## config.mk

```make
export PLATFORM = sky130hd
export DESIGN_NAME = instr_memory
export DESIGN_NICKNAME = d
export VERILOG_FILES = /design/src/cpu_pkg.sv /design/src/instr_memory.sv
export SDC_FILE = /design/constraint.sdc
export NUM_CORES = 2
export LEC_CHECK = 0
export ABC_AREA = 1
export BUFFER_PORTS_ARGS = -buffer_cell sky130_fd_sc_hd__buf_2
export CAP_MARGIN = 15
export CORE_ASPECT_RATIO = 1.4
export CORE_MARGIN = 4
export CORE_UTILIZATION = 24
export DETAILED_ROUTE_END_ITERATION = 8
export PLACE_DENSITY_LB_ADDON = 0.2
export SETUP_SLACK_MARGIN = 0.2
export SYNTH_ARGS = -nofsm -noshare
export SYNTH_HDL_FRONTEND = slang
export SYNTH_SLANG_ARGS = --single-unit
export TNS_END_PERCENT = 20
```

## constraint.sdc

```tcl
create_clock -name clk_i -period 4.1 [get_ports clk_i]
set_input_delay 0.205 -clock clk_i [delete_from_list [all_inputs] [get_ports clk_i]]
set_output_delay 0.205 -clock clk_i [all_outputs]
set_load 0.05 [all_outputs]
```

## src/cpu_pkg.sv

```systemverilog
`default_nettype none

package cpu_pkg;

   typedef logic [31:0] word_t;
   typedef logic [4:0]  reg_idx_t;
   typedef logic [31:0] instr_t;

   // Instruction field positions
   localparam int TYPE_MSB   = 31;
   localparam int TYPE_LSB   = 27;
   localparam int RD_MSB     = 26;
   localparam int RD_LSB     = 22;
   localparam int RS0_MSB    = 21;
   localparam int RS0_LSB    = 17;
   localparam int RS1_MSB    = 16;
   localparam int RS1_LSB    = 12;
   localparam int IMM_MSB    = 16;   // Zero-extended
   localparam int IMM_LSB    = 0;
   localparam int ALU_OP_MSB = 3;
   localparam int ALU_OP_LSB = 0;

   typedef enum logic [4:0] {
      INSTR_NOP            = 5'd0,
      INSTR_ALU_OP         = 5'd1,
      INSTR_LOAD_IMMEDIATE = 5'd2,
      INSTR_LOAD           = 5'd3,
      INSTR_STORE          = 5'd4,
      INSTR_JUMP           = 5'd5,
      INSTR_HALT           = 5'd6
   } instr_type_e;

   typedef enum logic [2:0] {
      STAGE_IDLE            = 3'd0,
      STAGE_FETCH           = 3'd1,
      STAGE_DECODE          = 3'd2,
      STAGE_EXECUTE         = 3'd3,
      STAGE_MEMORY_READ     = 3'd4,
      STAGE_REGISTER_UPDATE = 3'd5,
      STAGE_HALTED          = 3'd6
   } stage_e;

   typedef enum logic [3:0] {
      ALU_ADD = 4'd0,
      ALU_SUB = 4'd1,
      ALU_AND = 4'd2,
      ALU_OR  = 4'd3,
      ALU_XOR = 4'd4,
      ALU_SHL = 4'd5,
      ALU_SHR = 4'd6,
      ALU_SLT = 4'd7   // Signed compare
   } alu_op_e;

endpackage

`default_nettype wire

```

## src/instr_memory.sv

```systemverilog
`timescale 1ns/1ps
`default_nettype none

module instr_memory
   import cpu_pkg::*;
#(
   parameter int IMEM_ADDR_W = 6
) (
   input  wire                   clk_i,
   input  wire                   load_we_i,
   input  wire [IMEM_ADDR_W-1:0] load_addr_i,
   input  wire instr_t           load_data_i,
   input  wire                   fetch_en_i,
   input  wire [IMEM_ADDR_W-1:0] fetch_addr_i,
   output instr_t                instr_o
);

   localparam int DEPTH = 2 ** IMEM_ADDR_W;

   instr_t mem [DEPTH];

   // Program load port
   always_ff @(posedge clk_i) begin
      if (load_we_i) begin
         mem[load_addr_i] <= load_data_i;
      end
   end

   // Word is kept until the next fetch so decode sees a stable instruction
   always_ff @(posedge clk_i) begin
      if (fetch_en_i) begin
         instr_o <= mem[fetch_addr_i];
      end
   end

   // Loading a program while the core is fetching would corrupt it
   a_no_load_during_fetch: assert property (@(posedge clk_i)
      !(load_we_i && fetch_en_i))
      else $error("instr_memory: program load while fetching");

endmodule

`default_nettype wire

```

== After elaboration in Yosys (flattened, before gate mapping) ==
Memory sizes are Yosys's and may differ from the RTL's. A register that Yosys moved wholly into a read port is not among the register bits.
Cells that the tools add are included.

* Multiplexer cells: 2

{| class="wikitable"
|+ Operators by type and width
! cell !! count
|-
| 1-bit 2-to-1 mux || 2
|}

* Flip-flop bits (word level): 0
* Bits in writable memories: 2,048
* Bits of input ports: 47
* Output and inout port bits: 32
* Memories kept: 1

{| class="wikitable"
|+ Memory list
! name !! depth !! bits a word !! read ports !! clocked after memory_dff !! wr ports !! RTL line !! RTL
|-
| mem || 64 || 32 || 1 || 1 || 1 || instr_memory.sv:20 || <nowiki>instr_t mem [DEPTH];</nowiki>
|}

== Logic depth before layout (Yosys ltp) ==
* Word-level depth: 2
* Mapped depth: 13

== Least setup slack after synthesis ==
OpenSTA, ideal clock, no wires.

* Kind: input to register
* Start point: input load_we_i
* End point: memory mem[48][0] (netlist name), enable pin
* Arrival time: 3.833 ns
* Required time: 3.598 ns
* Slack: -0.235 ns
* Cell stages on the path: 3
* Cells stage by stage: clkbuf_1 nand4_1 nor4_1

* Longest elaborated chain between the ends: 2

{| class="wikitable"
|+ Ends and longest elaborated chain
! element !! RTL line !! RTL
|-
| start: declaration || instr_memory.sv:10 || <nowiki>input wire load_we_i,</nowiki>
|-
| 1-bit 2-to-1 mux || instr_memory.sv:24 || <nowiki>if (load_we_i) begin</nowiki>
|-
| 1-bit 2-to-1 mux (not written as such) || instr_memory.sv:25 || <nowiki>mem[load_addr_i] <= load_data_i;</nowiki>
|-
| end: declaration || instr_memory.sv:20 ||
|}

Every way passes these cells.

== Worst setup path in the final report ==
* Start point: register instr_o[17] (read register of mem)
* End point: output instr_o[17]

{| class="wikitable"
|+ RTL lines
! element !! RTL line !! RTL
|-
| start: declaration || instr_memory.sv:15 || <nowiki>output instr_t instr_o</nowiki>
|}

No word-level cell between the ends.

==> reports/summary.log <==
[outcome] result of the run finished clean
[clock_tree] CTS clock-pin slew for the worst setup and hold paths 0.06 ns
[worst_setup_path] crit path buf inv count 1
[clock_tree] CTS tree built
[timing] Tmin final 2.21 ns
[logic_synthesis] Synth top area share 0.752
[route] DR vias 53,164
[hold_path] beginning of the worst hold path load_data_i[25]
[floorplan] die height 704 um
[pwr] total power consumption of the routed design 44.6 mW
[global_route] total routing usage reported by global routing 0.152
[worst_setup_path] WS Path Type register to primary output
[worst_setup_path] arrival time worst endpoint 2.01 ns
[final_layout] Final Net Count 6,907
[timing] Fin Hold WS 0.0297 ns
[worst_setup_path] CP startpoint kind register
[logic_synthesis] gate count after technology mapping 6,769
[logic_synthesis] dominant cell type by area after synthesis edfxtp_1
[clock_tree] clock root cell clkbuf_16
[pwr] Flop pwr share 0.531
[placed_design] RD Place Congestion 0.756
[timing] Post-Route Skew 0.0384 ns
[route] first-iteration detailed-routing DRC count 4,219
[route] via count normalized by instance count 4.62
[pwr] switching fraction of total power 0.233
[logic_synthesis] primary flip-flop cell chosen by synthesis mapping edfxtp_1
[worst_setup_path] endpoint class of the critical path primary output
[final_layout] multi-input logic area 0.0188 mm^2
[route] DRT Wirelength 280,000 um
[timing] RSZ-0062 raised after global routing false
[hold_path] Hold Path Class input port to register
[pwr] share of total power in combinational logic 0.065
[pwr] Psw 10.4 mW
[floorplan] Boundary Pins 79
[timing] slew at the pin closest to its max-slew limit 1.19 ns
[clock_tree] clock sinks 2,080
[logic_synthesis] syn_area_per_cell 12.3 um^2
[global_route] first-pass GRT wire length 397,000 um
[floorplan] die area 0.356 mm^2
[worst_setup_path] slowest stage delay, CP 0.76 ns
[placed_design] Inst Count DP 11,125
[floorplan] total core area 0.345 mm^2
[worst_setup_path] crit path from instr_o[17]$_DFFE_PP_
[final_layout] FF+latch area 0.0625 mm^2
[floorplan] Die Width 505 um
[logic_synthesis] most frequent cell after synthesis nand2_1
[route] TritonRoute pass-1 iters 5
[timing] share of the cycle needed by the critical path after routing 0.540
[clock_tree] Clock Tree Buf Depth 4
[logic_synthesis] Netlist Area Pre-Place 0.0831 mm^2
[route] number of nets with antenna violations after routing 0
[logic_synthesis] fraction of the yosys area taken by sequential cells 0.752
[pwr] cell-internal power 34.2 mW
[pwr] worst IR drop on VDD 0.351 mV
[timing] total setup violations reported at the end of the flow 0
[worst_setup_path] worst r2r src mem[53][4]$_DFFE_PP_
[pwr] Clock Power Share 0.404
[pwr] power density cells 463 mW/mm^2
[worst_setup_path] Critical Path Slowest Stage Cell edfxtp_1
[final_layout] Layout Cells excl Fill 11,515
[final_layout] filler cell count in the final layout 35,435
[route] DRC viols 0
[timing] top achievable clock speed 452 MHz
[global_route] number of antenna violations at the first check in global routing 18
[global_route] number of global-route vias before repair 51,769
[logic_synthesis] fraction of registers with async set or reset after synthesis 0
[global_route] GRT overflow 0
[route] average detailed-routed wire length per instance 24.3 um
[timing] final count of hold timing violations 0
[logic_synthesis] biggest area contributors in the synthesized netlist edfxtp_1 (75%), nand3_1 (11%), nand2_1 (10%)
[placed_design] number of port buffers 78
[clock_tree] # hold bufs at CTS 13
[logic_synthesis] yosys synthesis warning count 0
[job] count of max-cap constraint violations 0
[logic_synthesis] count of state elements after synthesis 2,080
[clock_tree] Inserted Clock Buffers 202
[worst_setup_path] cell family contributing the most delay on the critical path flip-flops
[clock_tree] number of setup buffers added after CTS 0
[final_layout] Synth-to-Final Area Change 15.9%
[worst_setup_path] data required time at the worst endpoint 3.89 ns
[floorplan] initial core utilization 0.241
[logic_synthesis] total nets after synthesis 6,816
[logic_synthesis] synth unique cells 15
[timing] number of max-slew violations in the final report 0
[timing] Slew HR 0.207
[clock_tree] insertion delay of the later-clocked pin in the worst-skew pair 0.86 ns
[placed_design] post-detailed-placement half-perimeter wirelength 156,000 um
[clock_tree] H-tree depth 4
[floorplan] standard-cell rows 255
[worst_setup_path] Worst Path Max Fanout 2
[global_route] maximum number of pins on one net before global-route repair 153
[final_layout] layout cell share with drive strength beyond 1 0.0924
[logic_synthesis] top cells by instance count after synthesis nand2_1 (2,248), edfxtp_1 (2,080), nand3_1 (1,907), buf_2 (282), clkbuf_1 (77)
[clock_tree] number of gates given a new drive strength after cts 0
[worst_setup_path] CP cell instances buf_2
[pwr] leakage power total 32.8 nW
[logic_synthesis] number of enable-type register cells in the synthesized netlist 2,080
[path summary, 6_finish.rpt]
path | endpoint | slack [ns] | cells past startpoint
setup / recovery | instr_o[17] | 1.89 | 1
hold / removal | mem[15][25]$_DFFE_PP_ | 0.03 | 2
setup reg to reg | instr_o[4]$_DFFE_PP_ | 2.35 | 8
hold reg to reg | instr_o[22]$_DFFE_PP_ | 0.90 | 8
[layout make-up]
class,instances,share of cell area
sequential,2080,0.649
tap,4497,0.0585
timing repair buffer,336,0.0331
inverter,12,0.000871
antenna,8,0.000208
clock inverter,104,0.00799
clock buffer,250,0.0555
multi-input combinational,4228,0.195
[power by group through the flow]
stage / Sequential, mW / Combinational, mW / Clock [mW]
final: 23.7 / 2.90 / 18.0
after global routing: 23.7 / 3.16 / 19.3
after CTS: 23.7 / 2.93 / 18.5
after detailed placement: 24.2 / 2.91 / 0
after global placement: 24.2 / 2.89 / 0
after floorplan: 24.2 / 1.45 / 0
[registers in the layout, summed over array words and instances (netlist names)]
signal	count
mem	2048
instr_o	32
[metal layers]
| layer | wire, um | global-route usage |
|---|---|---|
| met1 | 117000 | 0.192 |
| met2 | 143000 | 0.272 |
| met3 | 12100 | 0.0182 |
| met4 | 7310 | 0.0405 |
| met5 | 80 | 0 |
[cell usage in the layout (no fill, tap or decap), drive strengths merged, types with 11 or more instances in the layout]
cell	Yosys	final
nand3	1907	1907
buf	372	315
nand2	2248	2248
dlygate4sd3	0	20
inv	12	14
edfxtp	2080	2080
clkinv	0	88
clkbuf	77	251
bufinv	0	11
nor2	56	56
[cell families after synthesis]
logic type	after synthesis	synth area share
simple gates	4228	0.220
flops	2080	0.752
buf+inv	461	0.0277
[stage by stage]
step / area, um^2 / setup TNS, ns / setup slack (ns) / utilization
5_1_grt: 96200 / 0 / 1.86 / 0.279
4_1_cts: 96000 / 0 / 1.79 / 0.279
2_1_floorplan: 83100 / -60.16 / -0.235 / -
3_5_place_dp: 89800 / 0 / 1.10 / 0.261
6_report: 96300 / 0 / 1.89 / 0.279
3_3_place_gp: 89800 / 0 / 1.10 / 0.261
(Power assumes the default switching activity.)
