===== config.mk =====
export PLATFORM = sky130hd
export DESIGN_NAME = register_file
export DESIGN_NICKNAME = d
export VERILOG_FILES = /design/src/cpu_pkg.sv /design/src/register_file.sv
export SDC_FILE = /design/constraint.sdc
export NUM_CORES = 2
export LEC_CHECK = 0
export BUFFER_PORTS_ARGS = -buffer_cell sky130_fd_sc_hd__buf_2
export CAP_MARGIN = 20
export CORE_MARGIN = 2
export CORE_UTILIZATION = 40
export DETAILED_ROUTE_END_ITERATION = 12
export PLACE_DENSITY_LB_ADDON = 0.12
export REMOVE_ABC_BUFFERS = 1
export SLEW_MARGIN = 15
export SYNTH_ARGS = -nofsm -noshare
export SYNTH_HDL_FRONTEND = slang
export SYNTH_SLANG_ARGS = --single-unit

===== constraint.sdc =====
create_clock -name clk_i -period 10 [get_ports clk_i]
set_input_delay 0.5 -clock clk_i [delete_from_list [all_inputs] [get_ports clk_i]]
set_output_delay 0.5 -clock clk_i [all_outputs]
set_load 0.01 [all_outputs]

===== src/cpu_pkg.sv =====
`default_nettype none

package cpu_pkg;

   typedef logic [31:0] word_t;
   typedef logic [4:0]  reg_idx_t;
   typedef logic [31:0] instr_t;

   // Instruction field positions
   localparam int TYPE_MSB   = 31;
   localparam int TYPE_LSB   = 27;
   localparam int RD_MSB     = 26;
   localparam int RD_LSB     = 22;
   localparam int RS0_MSB    = 21;
   localparam int RS0_LSB    = 17;
   localparam int RS1_MSB    = 16;
   localparam int RS1_LSB    = 12;
   localparam int IMM_MSB    = 16;   // Zero-extended
   localparam int IMM_LSB    = 0;
   localparam int ALU_OP_MSB = 3;
   localparam int ALU_OP_LSB = 0;

   typedef enum logic [4:0] {
      INSTR_NOP            = 5'd0,
      INSTR_ALU_OP         = 5'd1,
      INSTR_LOAD_IMMEDIATE = 5'd2,
      INSTR_LOAD           = 5'd3,
      INSTR_STORE          = 5'd4,
      INSTR_JUMP           = 5'd5,
      INSTR_HALT           = 5'd6
   } instr_type_e;

   typedef enum logic [2:0] {
      STAGE_IDLE            = 3'd0,
      STAGE_FETCH           = 3'd1,
      STAGE_DECODE          = 3'd2,
      STAGE_EXECUTE         = 3'd3,
      STAGE_MEMORY_READ     = 3'd4,
      STAGE_REGISTER_UPDATE = 3'd5,
      STAGE_HALTED          = 3'd6
   } stage_e;

   typedef enum logic [3:0] {
      ALU_ADD = 4'd0,
      ALU_SUB = 4'd1,
      ALU_AND = 4'd2,
      ALU_OR  = 4'd3,
      ALU_XOR = 4'd4,
      ALU_SHL = 4'd5,
      ALU_SHR = 4'd6,
      ALU_SLT = 4'd7   // Signed compare
   } alu_op_e;

endpackage

`default_nettype wire


===== src/register_file.sv =====
`timescale 1ns/1ps
`default_nettype none

module register_file
   import cpu_pkg::*;
(
   input  wire           clk_i,
   input  wire           rst_n_i,
   input  wire reg_idx_t read_reg_0_i,
   input  wire reg_idx_t read_reg_1_i,
   output word_t         read_data_0_o,
   output word_t         read_data_1_o,
   input  wire reg_idx_t write_address_i,
   input  wire word_t    write_data_i,
   input  wire           write_enable_i
);

   word_t regs_q [1:31];   // No storage behind register 0

   always_ff @(posedge clk_i) begin
      if (!rst_n_i) begin
         for (int i = 1; i < 32; i++) begin
            regs_q[i] <= '0;
         end
      end else if (write_enable_i && write_address_i != '0) begin
         regs_q[write_address_i] <= write_data_i;
      end
   end

   assign read_data_0_o = (read_reg_0_i == '0) ? '0 : regs_q[read_reg_0_i];
   assign read_data_1_o = (read_reg_1_i == '0) ? '0 : regs_q[read_reg_1_i];

endmodule

`default_nettype wire


**Word level (Yosys, flattened, before mapping)**

Memory sizes are Yosys's and may differ from the RTL's.
Index checks and enable logic that the tools add are counted.

- Register bits after elaboration: 0
- Bits in writable memories: 992
- Input port bits: 50
- Output and inout port bits: 64
- Word-level logic and storage cells: 15
- Memories kept: 1

Memory list:

| memory | depth | bits a word | read ports | clocked after Yosys merged registers in | wr ports | RTL line | source |
|---|---|---|---|---|---|---|---|
| regs_q | 31 | 32 | 2 | 0 | 31 | register_file.sv:18 | `word_t regs_q [1:31];` |

- Mux-type cells: 9
- Reduce and logical (&&, ||, !) cells: 5

Operator list:

| cell | number |
|---|---|
| 32-bit two-way mux | 3 |
| 32-bit OR reduction | 1 |
| 5-bit logical NOT | 2 |
| 1-bit two-way mux | 5 |
| 5-bit two-way mux | 1 |
| 5-bit nonzero test | 1 |
| 1-bit logical AND | 1 |

**Depth between registers and ports, before layout**

- Word-level depth: 7
- Depth in mapped cells: 9
- Depth with buffers taken out: 4

**Least setup slack after synthesis**

No wires, ideal clock.

- Path kind: input to register
- Start point: input write_address_i[1]
- End point: memory regs_q[20][0] in the netlist's numbering (enable)
- Setup time: 0.466 ns
- Arrival: 3.444 ns
- Required time: 9.534 ns
- Path slack: 6.090 ns
- Stages on the path: 3
- Buffers on the path: 1
- Path through: or3_1 -> clkbuf_1 -> o21ai_0

RTL lines:

| what | RTL line | source |
|---|---|---|
| start: declaration | register_file.sv:13 | `input wire reg_idx_t write_address_i,` |
| end: declaration | register_file.sv:18 |  |

**Final worst setup path**

- Start point: input read_reg_1_i[2]
- End point: output read_data_1_o[23]

- Longest elaborated chain between the ends: 2
- Elaborated cells on any way between the ends: 3
- Classes of those cells: 1 x mux; 1 x reduce/logical; 1 x memory

Ends and longest elaborated chain:

| what | RTL line | source |
|---|---|---|
| start: declaration | register_file.sv:10 | `input wire reg_idx_t read_reg_1_i,` |
| memory 31 x 32 bit or 5-bit logical NOT (tied branches) | - |  |
| 32-bit two-way mux (*) | register_file.sv:31 | `assign read_data_1_o = (read_reg_1_i == '0) ? '0 : regs_q[read_reg_1_i];` |
| end: declaration | register_file.sv:12 | `output word_t read_data_1_o,` |

Every way passes the cells marked *; elsewhere a longest branch is shown, timed or not.

==> summary.md <==
| Metric | Value |
|---|---|
| Run status | finished clean |
| Max FFs per register | 1024 |
| Fillcell total | 11757 |
| Crit path time final | 4.81 ns |
| Max FO, Critical Path | 66 |
| Initial antenna violation count | 24 |
| Slowest Stage Delay on Critical Path | 0.83 ns |
| # resized after CTS | 0 |
| Synth Warn # | 0 |
| Layout cells sized above 1 | 26.8% |
| Reg clk slew, reported paths | 0.06 ns |
| Relative slew slack | 21.1% |
| Hold Path End | regs_q[0][17] |
| Critical-path cell list | buf_6 -> buf_4 -> nor2b_4 -> buf_4 -> a2111oi_1 -> nor3_1 -> buf_2 |
| IO buf count | 113 |
| Worst EP required | 9.50 ns |
| Sw Ratio | 25.4% |
| Leakage | 20.5 nW |
| Via count | 33897 |
| DR WL met2 | 94.6 mm |
| Die X | 372 microns |
| Setup Viol. Count Final | 0 |
| Yosys cell types | 43 |
| DR vias/cell | 6.31 |
| Global-route wire length before repair | 270 mm |
| Top reg by flops | regs_q |
| Power Internal | 7.93 mW |
| Nets@finish | 3534 |
| Avg Cell Area, Syn | 15.5 sq um |
| Smallest hold slack | 0.260 ns |
| Top Layer Used | met5 |
| VDD IR max | 0.000143 V |
| Hold Crit Start | write_data_i[17] |
| Sum of buffers and inverters on the critical path | 4 |
| Vias in the first global route | 35272 |
| Most used DFF post-synth | edfxtp_1 |
| Worst path most repeated cell | buf_4 |
| Pwr/cell area | 175 nW/um^2 |
| Detailed placement HPWL | 114 mm |
| CP Capture Type | primary output |
| Placer Congestion | 0.860 |
| Initial Utilization | 40.2% |
| Synth Instances | 3505 |
| Post-synth ARST share | 0% |
| Maximum clock path buffer count | 3 |
| Comb power frac | 12.0% |
| Number of synthesized flops with an enable pin | 1024 |
| Startpoint types | input pin |
| Routed wire length | 195 mm |
| Seq pwr share | 47.9% |
| Post-CTS Setup Inserts | 0 |
| DRC violations left | 0 |
| Max-Cap Viols | 0 |
| Hold depth | 1 |
| Worst slew pin tran | 1.18 ns |
| Placeable Area | 135000 sq um |
| Post-DRT Antenna Nets | 0 |
| WS Path Type | in2out |
| WL met3 | 16.2 mm |
| Number of I/O pins | 114 |
| RSZ-0062 raised after global routing | no |
| M1 WL | 74.8 mm |
| FP Rows | 135 |
| Max-slew violation count | 0 |
| Flops & latches, synth | 1024 |
| Sw Pwr | 2.70 mW |
| Hold WC Path Type | in2reg |
| Fmax achieved | 208 MHz |
| CTS tree | built |
| Clock Sinks | 1024 |
| Clock Power Share | 40.1% |
| Cts hold-fix bufs | 0 |
| Post-DP Area | 56800 sq um |
| First drt pass iteration count | 6 |
| CP max-delay cell | nor3_1 |
| Cts bufs inserted | 116 |
| Arr. time, crit path | 4.31 ns |
| GRT overflow | 0 |
| Final period utilization | 48.1% |
| Seq/Total Area, Yosys | 56.7% |
| Setup TNS | 0 ns |
| Post-layout instance area | 60600 sq um |
| Iteration-0 DRC Markers | 4221 |
| Post-Syn Area | 54200 sq um |
| H-tree lvl count | 3 |
| Clock Tree Root | clkbuf_16 |
| Hold Vio Cnt, Final | 0 |
| CP delay by family, top | buffers and inverters |
| Synthesis-to-layout area growth | 11.8% |
| Die area | 138000 sq um |
| WL/cell | 36.2 microns |
| Largest regs | regs_q (1024) |
| Die H | 372 microns |
| Largest net degree at the start of global routing | 104 |
| GRT Total Usage | 28.1% |
## Yosys cell counts, types with 13 or more instances
library cell | instances | area, sq um
mux4_2 | 472 | 10600
and2_1 | 995 | 6220
a2111oi_1 | 41 | 410
o21ai_0 | 35 | 175
nor2b_1 | 14 | 87.6
buf_6 | 22 | 248
mux2_2 | 30 | 338
mux2i_1 | 150 | 1500
clkbuf_1 | 281 | 1050
buf_2 | 35 | 175
a22oi_1 | 16 | 120
nor3_1 | 54 | 270
nor2_1 | 36 | 135
buf_1 | 13 | 48.8
a2111oi_0 | 14 | 123
buf_4 | 38 | 285
edfxtp_1 | 1024 | 30700
o22ai_1 | 103 | 644
a22o_1 | 51 | 447
## kinds of logic after synthesis
kind of cell / count (synthesis) / synth area share (%)
simple gates: 1147 / 13.0
flops: 1024 / 56.7
mux: 652 / 23.0
buf+inv: 391 / 3.36
compound gates: 290 / 3.94
other cells: 1 / 0.00692
## final cells by class
| cell class | instances | area [sq um] | area share [%] |
|---|---|---|---|
| well taps | 1781 | 2230 | 3.68 |
| diodes | 13 | 32.5 | 0.0537 |
| inverters | 2 | 7.51 | 0.0124 |
| multi-input cells | 2121 | 22400 | 37.0 |
| clock inverters | 78 | 723 | 1.19 |
| flip-flops and latches | 1024 | 30700 | 50.8 |
| clock buffers | 136 | 3000 | 4.95 |
| repair buffers | 219 | 1460 | 2.41 |
## power by group through the flow
stage          Combinational [mW]  Sequential (mW)  Clock, mW
5_1_grt                      1.31             5.11       4.46
3_5_place_dp                 1.27             5.17          0
2_1_floorplan               0.626             5.13          0
4_1_cts                      1.27             5.09       4.30
6_report                     1.27             5.09       4.26
3_3_place_gp                 1.26             5.15          0
## layer usage
| layer | vias to the layer above | track usage (%) |
|---|---|---|
| met3 | 394 | 4.56 |
| met2 | 1942 | 46.3 |
| li1 | 13576 | - |
| met1 | 17983 | 36.9 |
| met4 | 2 | 11.9 |
| met5 | - | 0 |
## placed cells by master (no fill, tap or decap), drive strengths merged, types with 5 or more instances in the layout
| cell type | count |
|---|---|
| clkbuf | 137 |
| inv | 5 |
| conb | 32 |
| mux4 | 472 |
| nor2b | 14 |
| nor4 | 6 |
| diode | 13 |
| nor2 | 36 |
| buf | 218 |
| nand2 | 8 |
| a21oi | 12 |
| a22oi | 16 |
| nand3 | 5 |
| nand3b | 5 |
| edfxtp | 1024 |
| clkinv | 61 |
| a211oi | 7 |
| mux2 | 30 |
| o22ai | 103 |
| o21ai | 35 |
| a22o | 51 |
| nor3 | 54 |
| and2 | 995 |
| bufinv | 13 |
| a2111oi | 55 |
| nand2b | 5 |
| mux2i | 150 |
## per-stage QoR
stage	power (mW)	instances	setup WS, ns	util (%)
after CTS	10.7	5360	5.23	44.9
after detailed placement	6.44	5146	5.24	42.1
final	10.6	5374	5.19	44.9
after global routing	10.9	5361	5.20	44.9
after global placement	6.42	5146	5.27	42.1
after floorplan	5.75	3147	6.17	-
## worst max-delay path by stage
stage,startpoint,endpoint,slack [ns],cells after the start
after floorplan,write_address_i[1],regs_q[20][0],6.17,2
after global placement,read_reg_1_i[1],read_data_1_o[19],5.27,8
after detailed placement,read_reg_1_i[2],read_data_1_o[23],5.24,7
after CTS,read_reg_1_i[2],read_data_1_o[23],5.23,7
after global routing,read_reg_1_i[0],read_data_1_o[2],5.20,7
final,read_reg_1_i[2],read_data_1_o[23],5.19,7
(Power assumes the default switching activity.)
