<file path="config.mk">
export PLATFORM = sky130hd
export DESIGN_NAME = register_file_control
export DESIGN_NICKNAME = d
export VERILOG_FILES = /design/src/cpu_pkg.sv /design/src/register_file_control.sv
export SDC_FILE = /design/constraint.sdc
export NUM_CORES = 1
export LEC_CHECK = 0
export BUFFER_PORTS_ARGS = -buffer_cell sky130_fd_sc_hd__buf_2
export CAP_MARGIN = 30
export CORE_MARGIN = 8
export CORE_UTILIZATION = 27
export DETAILED_ROUTE_END_ITERATION = 10
export GPL_TIMING_DRIVEN = 0
export PLACE_DENSITY_LB_ADDON = 0.2
export SETUP_SLACK_MARGIN = 0.02
export SYNTH_ARGS = -nofsm -noshare
export SYNTH_HDL_FRONTEND = slang
export SYNTH_SLANG_ARGS = --single-unit
</file>
<file path="constraint.sdc">
create_clock -name vclk -period 1.1
set_input_delay 0.11 -clock vclk [all_inputs]
set_output_delay 0.11 -clock vclk [all_outputs]
set_load 0.01 [all_outputs]
</file>
<file path="src/cpu_pkg.sv">
`default_nettype none

package cpu_pkg;

   typedef logic [31:0] word_t;
   typedef logic [4:0]  reg_idx_t;
   typedef logic [31:0] instr_t;

   // Instruction field positions
   localparam int TYPE_MSB   = 31;
   localparam int TYPE_LSB   = 27;
   localparam int RD_MSB     = 26;
   localparam int RD_LSB     = 22;
   localparam int RS0_MSB    = 21;
   localparam int RS0_LSB    = 17;
   localparam int RS1_MSB    = 16;
   localparam int RS1_LSB    = 12;
   localparam int IMM_MSB    = 16;   // Zero-extended
   localparam int IMM_LSB    = 0;
   localparam int ALU_OP_MSB = 3;
   localparam int ALU_OP_LSB = 0;

   typedef enum logic [4:0] {
      INSTR_NOP            = 5'd0,
      INSTR_ALU_OP         = 5'd1,
      INSTR_LOAD_IMMEDIATE = 5'd2,
      INSTR_LOAD           = 5'd3,
      INSTR_STORE          = 5'd4,
      INSTR_JUMP           = 5'd5,
      INSTR_HALT           = 5'd6
   } instr_type_e;

   typedef enum logic [2:0] {
      STAGE_IDLE            = 3'd0,
      STAGE_FETCH           = 3'd1,
      STAGE_DECODE          = 3'd2,
      STAGE_EXECUTE         = 3'd3,
      STAGE_MEMORY_READ     = 3'd4,
      STAGE_REGISTER_UPDATE = 3'd5,
      STAGE_HALTED          = 3'd6
   } stage_e;

   typedef enum logic [3:0] {
      ALU_ADD = 4'd0,
      ALU_SUB = 4'd1,
      ALU_AND = 4'd2,
      ALU_OR  = 4'd3,
      ALU_XOR = 4'd4,
      ALU_SHL = 4'd5,
      ALU_SHR = 4'd6,
      ALU_SLT = 4'd7   // Signed compare
   } alu_op_e;

endpackage

`default_nettype wire

</file>
<file path="src/register_file_control.sv">
`timescale 1ns/1ps
`default_nettype none

module register_file_control
   import cpu_pkg::*;
(
   input  wire              clk_i,
   input  wire              rst_n_i,
   input  wire stage_e      stage_i,
   input  wire instr_type_e instr_type_i,
   input  wire reg_idx_t    rd_i,
   input  wire reg_idx_t    rs0_i,
   input  wire reg_idx_t    rs1_i,
   input  wire word_t       imm_i,
   input  wire word_t       alu_result_i,
   input  wire word_t       load_mem_data_i,
   output reg_idx_t         write_address_o,
   output word_t            write_data_o,
   output logic             write_enable_o,
   output reg_idx_t         read_reg_0_o,
   output reg_idx_t         read_reg_1_o
);

   logic updates_reg_file;

   assign updates_reg_file = (instr_type_i == INSTR_ALU_OP) ||
                             (instr_type_i == INSTR_LOAD_IMMEDIATE) ||
                             (instr_type_i == INSTR_LOAD);

   assign write_enable_o = (stage_i == STAGE_REGISTER_UPDATE) && updates_reg_file;

   always_comb begin
      write_address_o = '0;
      write_data_o    = '0;
      read_reg_0_o    = '0;
      read_reg_1_o    = '0;

      case (instr_type_i)
         INSTR_LOAD_IMMEDIATE: begin
            write_address_o = rd_i;
            write_data_o    = imm_i;
         end
         INSTR_LOAD: begin
            write_address_o = rd_i;
            write_data_o    = load_mem_data_i;   // Valid in REGISTER_UPDATE
            read_reg_0_o    = rs0_i;             // Address register
         end
         INSTR_ALU_OP: begin
            write_address_o = rd_i;
            write_data_o    = alu_result_i;
            read_reg_0_o    = rs0_i;
            read_reg_1_o    = rs1_i;
         end
         INSTR_STORE: begin
            read_reg_0_o = rs0_i;   // Data
            read_reg_1_o = rs1_i;   // Address
         end
         INSTR_JUMP: begin
            read_reg_0_o = rs0_i;   // Condition
            read_reg_1_o = rs1_i;   // Target
         end
         default: begin
         end
      endcase
   end

   // Writes only happen in a single-cycle update stage
   a_write_in_update: assert property (@(posedge clk_i) disable iff (!rst_n_i)
      write_enable_o |-> (stage_i == STAGE_REGISTER_UPDATE)
                         ##1 (stage_i != STAGE_REGISTER_UPDATE))
      else $error("register_file_control: write outside register update");

endmodule

`default_nettype wire

</file>
# ---- After elaboration in Yosys (flattened, before gate mapping)
# Index checks and enable logic that the tools add are counted.
dict set report op_classes {
  mux 4
  eq_ne 6
  reduce_logical 6
}
# op count
set ops {}
lappend ops {{$pmux 32 s3} 1}
lappend ops {{$mux 5} 3}
lappend ops {{$eq 5x2->1 const B} 2}
lappend ops {{$eq 5x3->1 const B} 2}
lappend ops {{$reduce_or 3->1} 2}
lappend ops {{$eq 5x1->1 const B} 1}
lappend ops {{$reduce_or 4->1} 1}
lappend ops {{$eq 3x3->1 const B} 1}
lappend ops {{$logic_or 1x1->1} 2}
lappend ops {{$logic_and 1x1->1} 1}
dict set report totals {
  inputBits 121
  wordCells 16
  ff_bits 0
}

# ---- Logic depth before layout (Yosys ltp)
dict set report logic_depth {
  ltp_word 4
  ltp_mapped 5
  mapped_depth_nobuf 2
}

# ---- Least setup slack after synthesis
# OpenSTA, ideal clock, no wires.
dict set report synth_timing {
  path_type {input -> output}
  startpoint {input port instr_type_i[1]}
  endpoint {output port read_reg_0_o[0]}
  t_arrival_ns 1.131
  setup_slack_ns -0.141
  path_stages 3
  path_buffers 1
  path_cell_list {buf_2 -> nand2b_4 -> a2111oi_0}
}
dict set report synth_via {
  elab_chain_cells 3
}
# element line_no
set synth_rtl {}
lappend synth_rtl {{start, declared} register_file_control.sv:10} ;# input wire instr_type_e instr_type_i,
lappend synth_rtl {{$eq 5x1->1 (tied with other cells)} register_file_control.sv:38} ;# case (instr_type_i)
lappend synth_rtl {{$reduce_or 4->1 (no source line) *} -}
lappend synth_rtl {{$mux 5 *} register_file_control.sv:38}
lappend synth_rtl {{end, declared} register_file_control.sv:20} ;# output reg_idx_t read_reg_0_o,
# Mark *: on every way between the ends. The rest lies on a longest branch, timed or not.

# ---- Worst setup path in the final report
# Same ends and word-level chain as after synthesis.

==> summary.md <==
| Metric | Value |
|---|---|
| Final wirelength | `6317 um` |
| Nets@finish | `417` |
| Crit path max fanout | `7` |
| CP max stage cell | `a2111oi_4` |
| Syn Nets | `236` |
| Number of diodes | `0` |
| Part of the Yosys area used for sequential elements | `0` |
| GR Util met2 | `0.3546` |
| Req. time, crit path | `roughly 0.99 ns` |
| Drt pass-1 iters | `4` |
| Sequential cell area | `0 um2` |
| Yosys cell types | `23` |
| Placed insts | `328` |
| Initial Utilization | `0.2843` |
| Mapped Area | `about 0.0010 mm2` |
| Total GRT Usage | `0.1834` |
| Core area | `0.003689 mm2` |
| Worst Hold End | `write_enable_o` |
| Maximum number of pins on one net before global-route repair | `11` |
| Tightest Pin Transition | `0.4705 ns` |
| Gr busiest metal | `met2` |
| Die Span X | `between 70 and 80 um` |
| First-pass GRT wire length | `9577 um` |
| Pwr per Cell Area | `between 300 and 400 mW/mm2` |
| Top post-synthesis cells by area | `mux2_2 (31%), a32o_1 (28%), nor3b_1 (7.2%)` |
| Final Non-Filler Cells | `342` |
| Worst Path Arrival | `between 1 and 1.5 ns` |
| DR iter-0 viols | `69` |
| Filler cells | `335` |
| CP startpoint | `instr_type_i[1]` |
| Final setup viols | `48` |
| Via density | `~5.2` |
| Drt drc | `0` |
| CP Launch Type | `primary input` |
| Ratio of cells with drive above 1 in the final layout | `0.8912` |
| Number of hold buffers added after CTS | `0` |
| Routed WL per cell | `~18 um` |
| Max Cap Violations | `0` |
| Hold WC Path Type | `primary input to output pin` |
| Placement Setup Slack | `-0.2857 ns` |
| Antenna Nets Post-Route | `0` |
| GR Util met1 | `0.1903` |
| Final Max Tran Viols | `0` |
| Final Power | `0.7605 mW` |
| Layout overhead on the synthesized area | `137.6%` |
| Die ar. | `0.006133 mm2` |
| LEAKAGE | `between 1 and 1.5 nW` |
| DP HPWL | `4835 um` |
| Hold Fails Final Rpt | `0` |
| Site Rows | `22` |
| CP endpoint kind | `output pin` |
| IO Count | `169` |
| Worst hold stages | `3` |
| Grt ovf | `0` |
| Seq Cell Count | `0` |
| Final GP Congestion | `0.7203` |
| HP Start | `stage_i[1]` |
| Status | `finished, violations left` |
| # port buffers | `165` |
| VDD IR max | `0.1730 mV` |
| Die H | `a little under 80 um` |
| Vias in the first global route | `1,954` |
| M3 GR Usage | `0.07062` |
| Gate Count Post-Synth | `between 100 and 150` |
| Final min period | `roughly 1.3 ns` |
| Via count | `1,785` |
| Antenna violations before repair | `0` |
| Synth Area per Inst | `9.117 um2` |
| Max Clk Rate | `0.7809 GHz` |
| RSZ-0062 raised after global routing | `yes` |
| Final WS setup | `-0.1806 ns` |
| Syn. warnings | `0` |
| Clk_buf instances | `0` |
| Core Util, Final | `0.6754` |
| Post-synth top area share | `0.3115` |
| Violated checks | `negative setup slack` |
| Period utilization | `1.164` |
| Slew headroom | `0.6852` |
| Crit path cell chain | `buf_8 > buf_12 > buf_6 > nand2b_4 > a2111oi_4 > buf_2` |
| Max stage delay on crit path | `0.31 ns` |
| Yosys top cell by area | `mux2_2` |
| WS Path Type | `primary input to output pin` |
-- layer usage --
| layer | part of all wire | vias up | wire, um |
|---|---|---|---|
| met5 | 0 | - | 0 |
| met1 | 0.36 | 832 | 2243 |
| met2 | 0.53 | 98 | 3370 |
| li1 | - | 853 | - |
| met4 | 0.0038 | 0 | 24 |
| met3 | 0.11 | 2 | 680 |
-- cells in the mapped netlist (2+ instances only) --
cell / n
buf_2: 6
o22ai_1: 3
nor2_1: 2
inv_1: 5
nor3b_1: 10
nand3b_1: 3
buf_4: 2
a32o_1: 29
mux2_2: 29
buf_6: 5
clkbuf_1: 2
mux2i_1: 3
a2111oi_0: 5
or3_1: 2
-- how the worst max path moves through the flow --
stage                        to  slack, ns  cells past startpoint
2_1_floorplan    write_enable_o      -0.07                      4
3_3_place_gp   write_data_o[21]      -0.29                      6
3_5_place_dp   write_data_o[23]      -0.29                      6
4_1_cts        write_data_o[13]      -0.16                      7
5_1_grt         read_reg_0_o[2]      -0.23                      6
6_report        read_reg_0_o[0]      -0.18                      6
-- logic make-up after synthesis --
family,share of synthesized area
AOI/OAI and AO/OA,0.3365
buffers and inverters,0.1253
muxes,0.3401
and+or+nand+nor,0.1981
-- critical path, delay by kind of cell --
kind | cells | cell delay, ns
AOI/OAI and AO/OA | 1 | 0.31
buffers and inverters | 4 | 0.54
and+or+nand+nor | 1 | 0.20
-- cells in the final DEF, fill, tap and decap left out, drive strengths merged, types with 2 or more instances in the layout --
| master | Yosys | final |
|---|---|---|
| nor3b | 10 | 10 |
| nand3b | 3 | 3 |
| mux2 | 29 | 29 |
| a32o | 29 | 29 |
| or3 | 2 | 2 |
| nor2 | 2 | 2 |
| buf | 14 | 191 |
| inv | 5 | 5 |
| mux2i | 3 | 3 |
| o22ai | 3 | 3 |
| nand2b | 2 | 2 |
| clkbuf | 2 | 4 |
| a2111oi | 5 | 5 |
-- where the power goes --
part | leakage, nW | switching (mW) | internal (mW)
clock network | 0 | 0 | 0
registers | 0 | 0 | 0
logic | 1.30 | 0.312 | 0.448
total | 1.30 | 0.312 | 0.448
-- per-stage QoR --
stage / cell area (um2) / setup TNS [ns] / hold slack, ns
4_1_cts: 2411 / -5.424 / 0.4920
2_1_floorplan: 1102 / -0.5262 / 0.2486
6_report: 2491 / -5.725 / 0.4887
5_1_grt: 2491 / -7.478 / 0.4986
3_5_place_dp: 1988 / -10.35 / 0.4936
3_3_place_gp: 1988 / -10.36 / 0.4965
-- area by class of cell --
type / instances / area, um2 / area share
Buffer: 16 / 175.2 / 0.07032
Multi-Input combinational cell: 94 / 1136 / 0.4561
Inverter: 5 / 18.77 / 0.007534
Timing Repair Buffer: 179 / 1101 / 0.4420
Tap cell: 48 / 60.06 / 0.02411
-- what timing repair did --
| item | in CTS | in global routing |
|---|---|---|
| buffers inserted | 9 | 1 |
| cloned | 2 | 2 |
| resized for setup | 62 | 6 |
| pin swaps | 13 | 7 |
| endpoints found under the setup margin | 48 | 48 |
No activity file was read; power rests on OpenSTA's default activity.
