--- src/cpu_pkg.sv ---
`default_nettype none

package cpu_pkg;

   typedef logic [31:0] word_t;
   typedef logic [4:0]  reg_idx_t;
   typedef logic [31:0] instr_t;

   // Instruction field positions
   localparam int TYPE_MSB   = 31;
   localparam int TYPE_LSB   = 27;
   localparam int RD_MSB     = 26;
   localparam int RD_LSB     = 22;
   localparam int RS0_MSB    = 21;
   localparam int RS0_LSB    = 17;
   localparam int RS1_MSB    = 16;
   localparam int RS1_LSB    = 12;
   localparam int IMM_MSB    = 16;   // Zero-extended
   localparam int IMM_LSB    = 0;
   localparam int ALU_OP_MSB = 3;
   localparam int ALU_OP_LSB = 0;

   typedef enum logic [4:0] {
      INSTR_NOP            = 5'd0,
      INSTR_ALU_OP         = 5'd1,
      INSTR_LOAD_IMMEDIATE = 5'd2,
      INSTR_LOAD           = 5'd3,
      INSTR_STORE          = 5'd4,
      INSTR_JUMP           = 5'd5,
      INSTR_HALT           = 5'd6
   } instr_type_e;

   typedef enum logic [2:0] {
      STAGE_IDLE            = 3'd0,
      STAGE_FETCH           = 3'd1,
      STAGE_DECODE          = 3'd2,
      STAGE_EXECUTE         = 3'd3,
      STAGE_MEMORY_READ     = 3'd4,
      STAGE_REGISTER_UPDATE = 3'd5,
      STAGE_HALTED          = 3'd6
   } stage_e;

   typedef enum logic [3:0] {
      ALU_ADD = 4'd0,
      ALU_SUB = 4'd1,
      ALU_AND = 4'd2,
      ALU_OR  = 4'd3,
      ALU_XOR = 4'd4,
      ALU_SHL = 4'd5,
      ALU_SHR = 4'd6,
      ALU_SLT = 4'd7   // Signed compare
   } alu_op_e;

endpackage

`default_nettype wire

--- src/stage_sequencer.sv ---
`timescale 1ns/1ps
`default_nettype none

module stage_sequencer
   import cpu_pkg::*;
#(
   parameter int IMEM_ADDR_W = 6
) (
   input  wire                    clk_i,
   input  wire                    rst_n_i,
   input  wire                    run_i,
   input  wire instr_type_e       instr_type_i,
   input  wire word_t             read_data_0_i,
   input  wire word_t             read_data_1_i,
   output stage_e                 stage_o,
   output logic [IMEM_ADDR_W-1:0] pc_o,
   output logic                   fetch_en_o,
   output word_t                  mem_addr_o,
   output logic                   mem_we_o,
   output logic                   mem_re_o,
   output logic                   halted_o
);

   stage_e                 stage_q;
   stage_e                 stage_d;
   logic [IMEM_ADDR_W-1:0] pc_q;
   logic                   last_stage;
   logic                   jump_taken;

   assign jump_taken = (instr_type_i == INSTR_JUMP) && (read_data_0_i != '0);

   // Instruction retires at the end of this cycle
   assign last_stage = (stage_q == STAGE_REGISTER_UPDATE) ||
                       (stage_q == STAGE_EXECUTE && instr_type_i != INSTR_ALU_OP);

   always_comb begin
      stage_d = stage_q;
      case (stage_q)
         STAGE_IDLE: begin
            if (run_i) begin
               stage_d = STAGE_FETCH;
            end
         end
         STAGE_FETCH: stage_d = STAGE_DECODE;
         STAGE_DECODE: begin
            case (instr_type_i)
               INSTR_LOAD_IMMEDIATE: stage_d = STAGE_REGISTER_UPDATE;
               INSTR_LOAD:           stage_d = STAGE_MEMORY_READ;
               INSTR_HALT:           stage_d = STAGE_HALTED;
               default:              stage_d = STAGE_EXECUTE;
            endcase
         end
         STAGE_EXECUTE: begin
            stage_d = (instr_type_i == INSTR_ALU_OP) ? STAGE_REGISTER_UPDATE : STAGE_FETCH;
         end
         STAGE_MEMORY_READ:     stage_d = STAGE_REGISTER_UPDATE;
         STAGE_REGISTER_UPDATE: stage_d = STAGE_FETCH;
         STAGE_HALTED:          stage_d = STAGE_HALTED;   // Left only by reset
         default:               stage_d = STAGE_IDLE;
      endcase
   end

   always_ff @(posedge clk_i) begin
      if (!rst_n_i) begin
         stage_q <= STAGE_IDLE;
         pc_q    <= '0;
      end else begin
         stage_q <= stage_d;
         if (last_stage) begin
            pc_q <= jump_taken ? read_data_1_i[IMEM_ADDR_W-1:0] : pc_q + 1'b1;
         end
      end
   end

   assign stage_o    = stage_q;
   assign pc_o       = pc_q;
   assign fetch_en_o = (stage_q == STAGE_FETCH);
   assign halted_o   = (stage_q == STAGE_HALTED);

   // Store address comes from rs1 and load address from rs0
   assign mem_addr_o = (instr_type_i == INSTR_STORE) ? read_data_1_i : read_data_0_i;
   assign mem_we_o   = (stage_q == STAGE_EXECUTE) && (instr_type_i == INSTR_STORE);
   assign mem_re_o   = (stage_q == STAGE_MEMORY_READ) && (instr_type_i == INSTR_LOAD);

   // The same load must still be decoded when its data arrives
   a_read_then_update: assert property (@(posedge clk_i) disable iff (!rst_n_i)
      mem_re_o |=> (stage_q == STAGE_REGISTER_UPDATE) && (instr_type_i == INSTR_LOAD))
      else $error("stage_sequencer: load data not consumed in the next cycle");

endmodule

`default_nettype wire

--- config.mk ---
export PLATFORM = sky130hd
export DESIGN_NAME = stage_sequencer
export DESIGN_NICKNAME = d
export VERILOG_FILES = /design/src/cpu_pkg.sv /design/src/stage_sequencer.sv
export SDC_FILE = /design/constraint.sdc
export NUM_CORES = 1
export LEC_CHECK = 0
export ABC_CLOCK_PERIOD_IN_PS = 1850
export BUFFER_PORTS_ARGS = -buffer_cell sky130_fd_sc_hd__buf_2
export CAP_MARGIN = 20
export CORE_MARGIN = 1
export CORE_UTILIZATION = 32
export DETAILED_ROUTE_END_ITERATION = 6
export PLACE_DENSITY = 0.79
export SKIP_LAST_GASP = 1
export SLEW_MARGIN = 20
export SYNTH_ARGS = -nofsm -noshare
export SYNTH_HDL_FRONTEND = slang
export SYNTH_SLANG_ARGS = --single-unit
--- constraint.sdc ---
create_clock -name clk_i -period 1.85 [get_ports clk_i]
set_input_delay 0.37 -clock clk_i [delete_from_list [all_inputs] [get_ports clk_i]]
set_output_delay 0.37 -clock clk_i [all_outputs]
set_load 0.005 [all_outputs]
== Word level (Yosys, flattened, before mapping) ==
Cells that the tools add are included.

* Register bits after elaboration: 9
* Input port bits: 72
* Output and inout port bits: 45
* Logic and storage cells: 30

* $add $sub $neg: 1
* Equality and inequality tests: 14
* Multiplexer cells: 6
* Reduce and logical (&&, ||, !) cells: 7

{| class="wikitable"
|+ Operators by type and width
! cell !! number
|-
| 2-to-1 mux 32 bit || 1
|-
| nonzero test 32 bit || 1
|-
| case mux 3 bit (7 select lines) || 1
|-
| == test 5 x 3 -> 1 bit, second input constant || 3
|-
| == test 5 x 2 -> 1 bit, second input constant || 2
|-
| == test 3 bit, second input constant || 3
|-
| case mux 3 bit (3 select lines) || 1
|-
| adder 6 x 1 -> 6 bit, second input constant || 1
|-
| == test 3 x 2 -> 1 bit, second input constant || 2
|-
| 2-to-1 mux 3 bit || 2
|-
| 2-to-1 mux 6 bit || 1
|-
| == test 5 x 1 -> 1 bit, second input constant || 1
|-
| inequality test 5 x 1 -> 1 bit, second input constant || 1
|-
| logical AND 1 bit || 4
|-
| == test 3 x 1 -> 1 bit, second input constant || 1
|-
| zero test 3 bit || 1
|-
| inequality test 2 bit, second input constant || 1
|-
| logical OR 1 bit || 1
|}

== Logic depth before layout (Yosys ltp) ==
* Depth after elaboration: 3
* Mapped depth: 6
* Mapped depth without buffers: 5

== Least setup slack after synthesis ==
Ideal clock, no wire load.

* Kind: input-to-output
* Start point: in instr_type_i[4]
* End point: out mem_addr_o[10]
* Arrival time: 1549 ps
* Required time: 1480 ps
* Setup slack: -69 ps
* Stages: 5
* Cell sequence: nor3_1 nand2_1 nor2_1 buf_4 mux2_2

* Longest elaborated chain between the ends: 2

{| class="wikitable"
|+ Ends and longest elaborated chain
! what !! RTL line !! source
|-
| start: declaration || stage_sequencer.sv:12 || <nowiki>input wire instr_type_e instr_type_i,</nowiki>
|-
| == test 5 x 3 -> 1 bit || stage_sequencer.sv:81 || <nowiki>assign mem_addr_o = (instr_type_i == INSTR_STORE) ? read_data_1_i : read_data_0_i;</nowiki>
|-
| 2-to-1 mux 32 bit || stage_sequencer.sv:81 ||
|-
| end: declaration || stage_sequencer.sv:18 || <nowiki>output word_t mem_addr_o,</nowiki>
|}

No other way between the ends.

== Worst setup path after layout ==
* Start point: in instr_type_i[4]
* End point: out mem_addr_o[19]

Same word-level chain as after synthesis.

==> metrics <==
RD Place Congestion=0.813; Hold Crit Class=primary input to flip-flop; predominant post-synthesis flop cell=dfxtp_1; CP max FO=8; CTS Hold Bufs=0; CP Class=primary input to output port; Power Density=329 mW/mm^2; grt total ovfl=0; r2r endpoint=pc_o[3]$_SDFFE_PN0P_; TritonCTS Sinks=9; CTS tree=yes; initial drt markers=71; Synth Net Count=198; R2R cell count=5; failing checks=setup timing; WP data required=1480 ps; Reg clk slew, reported paths=60 ps; drt first pass iters=4; Netlist cell types=44; Layout Utilization=0.669; cts bufs inserted=3; delay of the slowest cell on the worst path=330 ps; share of cells above drive strength 1=0.734; Ys Warns=0; post-synth design cell area=0.00112 mm^2; Mapped Cells=125; worst hold path depth=3; Worst setup SP type=primary input; drt total wl=4.76 mm; synthesis-to-layout area growth=100%; Static Leak=0.00107 uW; die height=61.3 um; worst path arrival time=1620 ps; most numerous cell in the Yosys netlist=mux2_2; GRT Total Usage=0.239; outcome=complete, but fails checks; Slowest-stage cell, CP=mux2_2; Max clock buf depth=2; nets@finish=341; Die Width=61.3 um; r2r setup slk=190 ps; share of the synthesized area in the top cell type=0.320; post-DR wirelength/cell=15.2 um; core box area=0.00336 mm^2; Initial Utilization=0.334; Worst Max-Slew Pin Slew=536 ps; Remaining DRCs=0; antenna violations before repair=0; hold path endpoint=pc_o[2]$_SDFFE_PN0P_; final hold vios=0; # rows=21; register area share after synthesis=0.160; Tmin final=1990 ps; Vias per Instance=5.29; clock root cell=clkbuf_4; port buffer count=116; CP Capture Type=output port; final period utilization=1.08; Post-synth ARST share=0; Antenna diodes=0; IO Pins=117; list of most frequent post-synthesis cells=mux2_2, dfxtp_1, nand4_1; htree depth=1; Setup WS post-layout=-139 ps; largest net degree at the start of global routing=17; Avg Cell Area, Syn=9.00 um^2; unrepaired setup endpoints after global routing=true; die area=0.00376 mm^2; Max IR drop VDD=0.000261 V; vias in the first global route=1471; Area contributors post-synth=mux2_2, dfxtp_1, nor4_2, nand4_1, nand3_1; CP cell instances=buf_8 -> nor3_4 -> nand2_2 -> nor2_4 -> buf_12 -> buf_16 -> mux2_2 -> buf_2; total power=740 uW; Skew-Pair Late Insertion Delay=260 ps; Slew Limit Headroom=0.638; Max Cap Violations=0; worst r2r src=stage_o[1]$_SDFFE_PN0P_; clk_skew=6.81 ps; Hold WS=391 ps; Setup violations, final=32; fmax=503 MHz; min-delay src=read_data_1_i[2]; TNS Setup=-3490 ps; Post-DP HPWL=3.31 mm; via count=1656; count of final max-slew check failures=0; Post-synth EDFFs=0; first-pass GRT wire length=6.59 mm; #FFs+latches synth=9; Detail Route Antenna Nets=0; Place WS=-177 ps; area leader, netlist=mux2_2
-- layer usage --
layer | wire, um | GRT usage
met5 | 0 | 0
met4 | 89 | 0.0617
met3 | 253 | 0.0483
met2 | 2380 | 0.402
met1 | 2040 | 0.312
-- sequential cells by signal, indices dropped and copies added (netlist names) --
register	count
pc_o	6
stage_o	3
-- cells in the final DEF, fill, tap and decap left out, types with 3 or more instances in the layout --
| cell | netlist | final |
|---|---|---|
| inv_1 | 3 | 3 |
| nor4_1 | 4 | 4 |
| nand3_1 | 6 | 6 |
| nand2_1 | 5 | 4 |
| buf_16 | 0 | 3 |
| buf_6 | 1 | 14 |
| buf_4 | 3 | 23 |
| buf_2 | 2 | 101 |
| clkbuf_4 | 0 | 3 |
| or3_1 | 4 | 4 |
| mux2_2 | 32 | 19 |
| dfxtp_1 | 9 | 9 |
| nand4_1 | 7 | 7 |
| mux2_4 | 0 | 13 |
| nor3_1 | 5 | 4 |
| nor4_2 | 4 | 4 |
-- per-stage QoR --
step                      area, um^2  std cells
after floorplan                 1130        125
after global placement          1850        296
after detailed placement        1850        296
after CTS                       2100        310
after global routing            2250        313
final                           2250        313
-- worst max path at each step --
stage,start,to
2_1_floorplan,instr_type_i[4],mem_addr_o[10]
3_3_place_gp,instr_type_i[4],mem_addr_o[23]
3_5_place_dp,instr_type_i[4],mem_addr_o[23]
4_1_cts,instr_type_i[4],mem_addr_o[25]
5_1_grt,instr_type_i[4],mem_addr_o[5]
6_report,instr_type_i[4],mem_addr_o[19]
-- kinds of logic after synthesis --
logic type | after synthesis | synth area share
and+or+nand+nor | 52 | 0.297
adders and majority gates | 1 | 0.0111
muxes | 33 | 0.329
buffers and inverters | 11 | 0.0567
AOI/OAI and AO/OA | 18 | 0.138
xor gates and xnor gates | 1 | 0.00779
DFF | 9 | 0.160
-- report_power, final --
part           total, uW  leakage [uW]  internal, uW  switching, uW
Clock                151     0.0000150          83.1           67.9
Sequential           228     0.0000734           209           19.0
Combinational        361      0.000981           218            143
-- critical path: cells and delay by family --
kind | cells | cell delay (ps)
mux | 1 | 330
buf+inv | 4 | 500
simple gates | 3 | 400
-- what timing repair did --
item	CTS	global route
cloned	3	2
pin swaps	0	1
setup endpoints to repair	32	34
gates resized for setup	17	22
setup buffers	7	1
endpoints found under the hold margin	0	0
-- final cells by class --
cell class / instances / area, um^2
Clock buffer: 4 / 26.3
Fill cell: 312 / 1110
Inverter: 3 / 11.3
Multi-Input combinational cell: 106 / 976
Sequential cell: 9 / 180
Tap cell: 46 / 57.6
Timing Repair Buffer: 145 / 998
(Power assumes the default switching activity.)
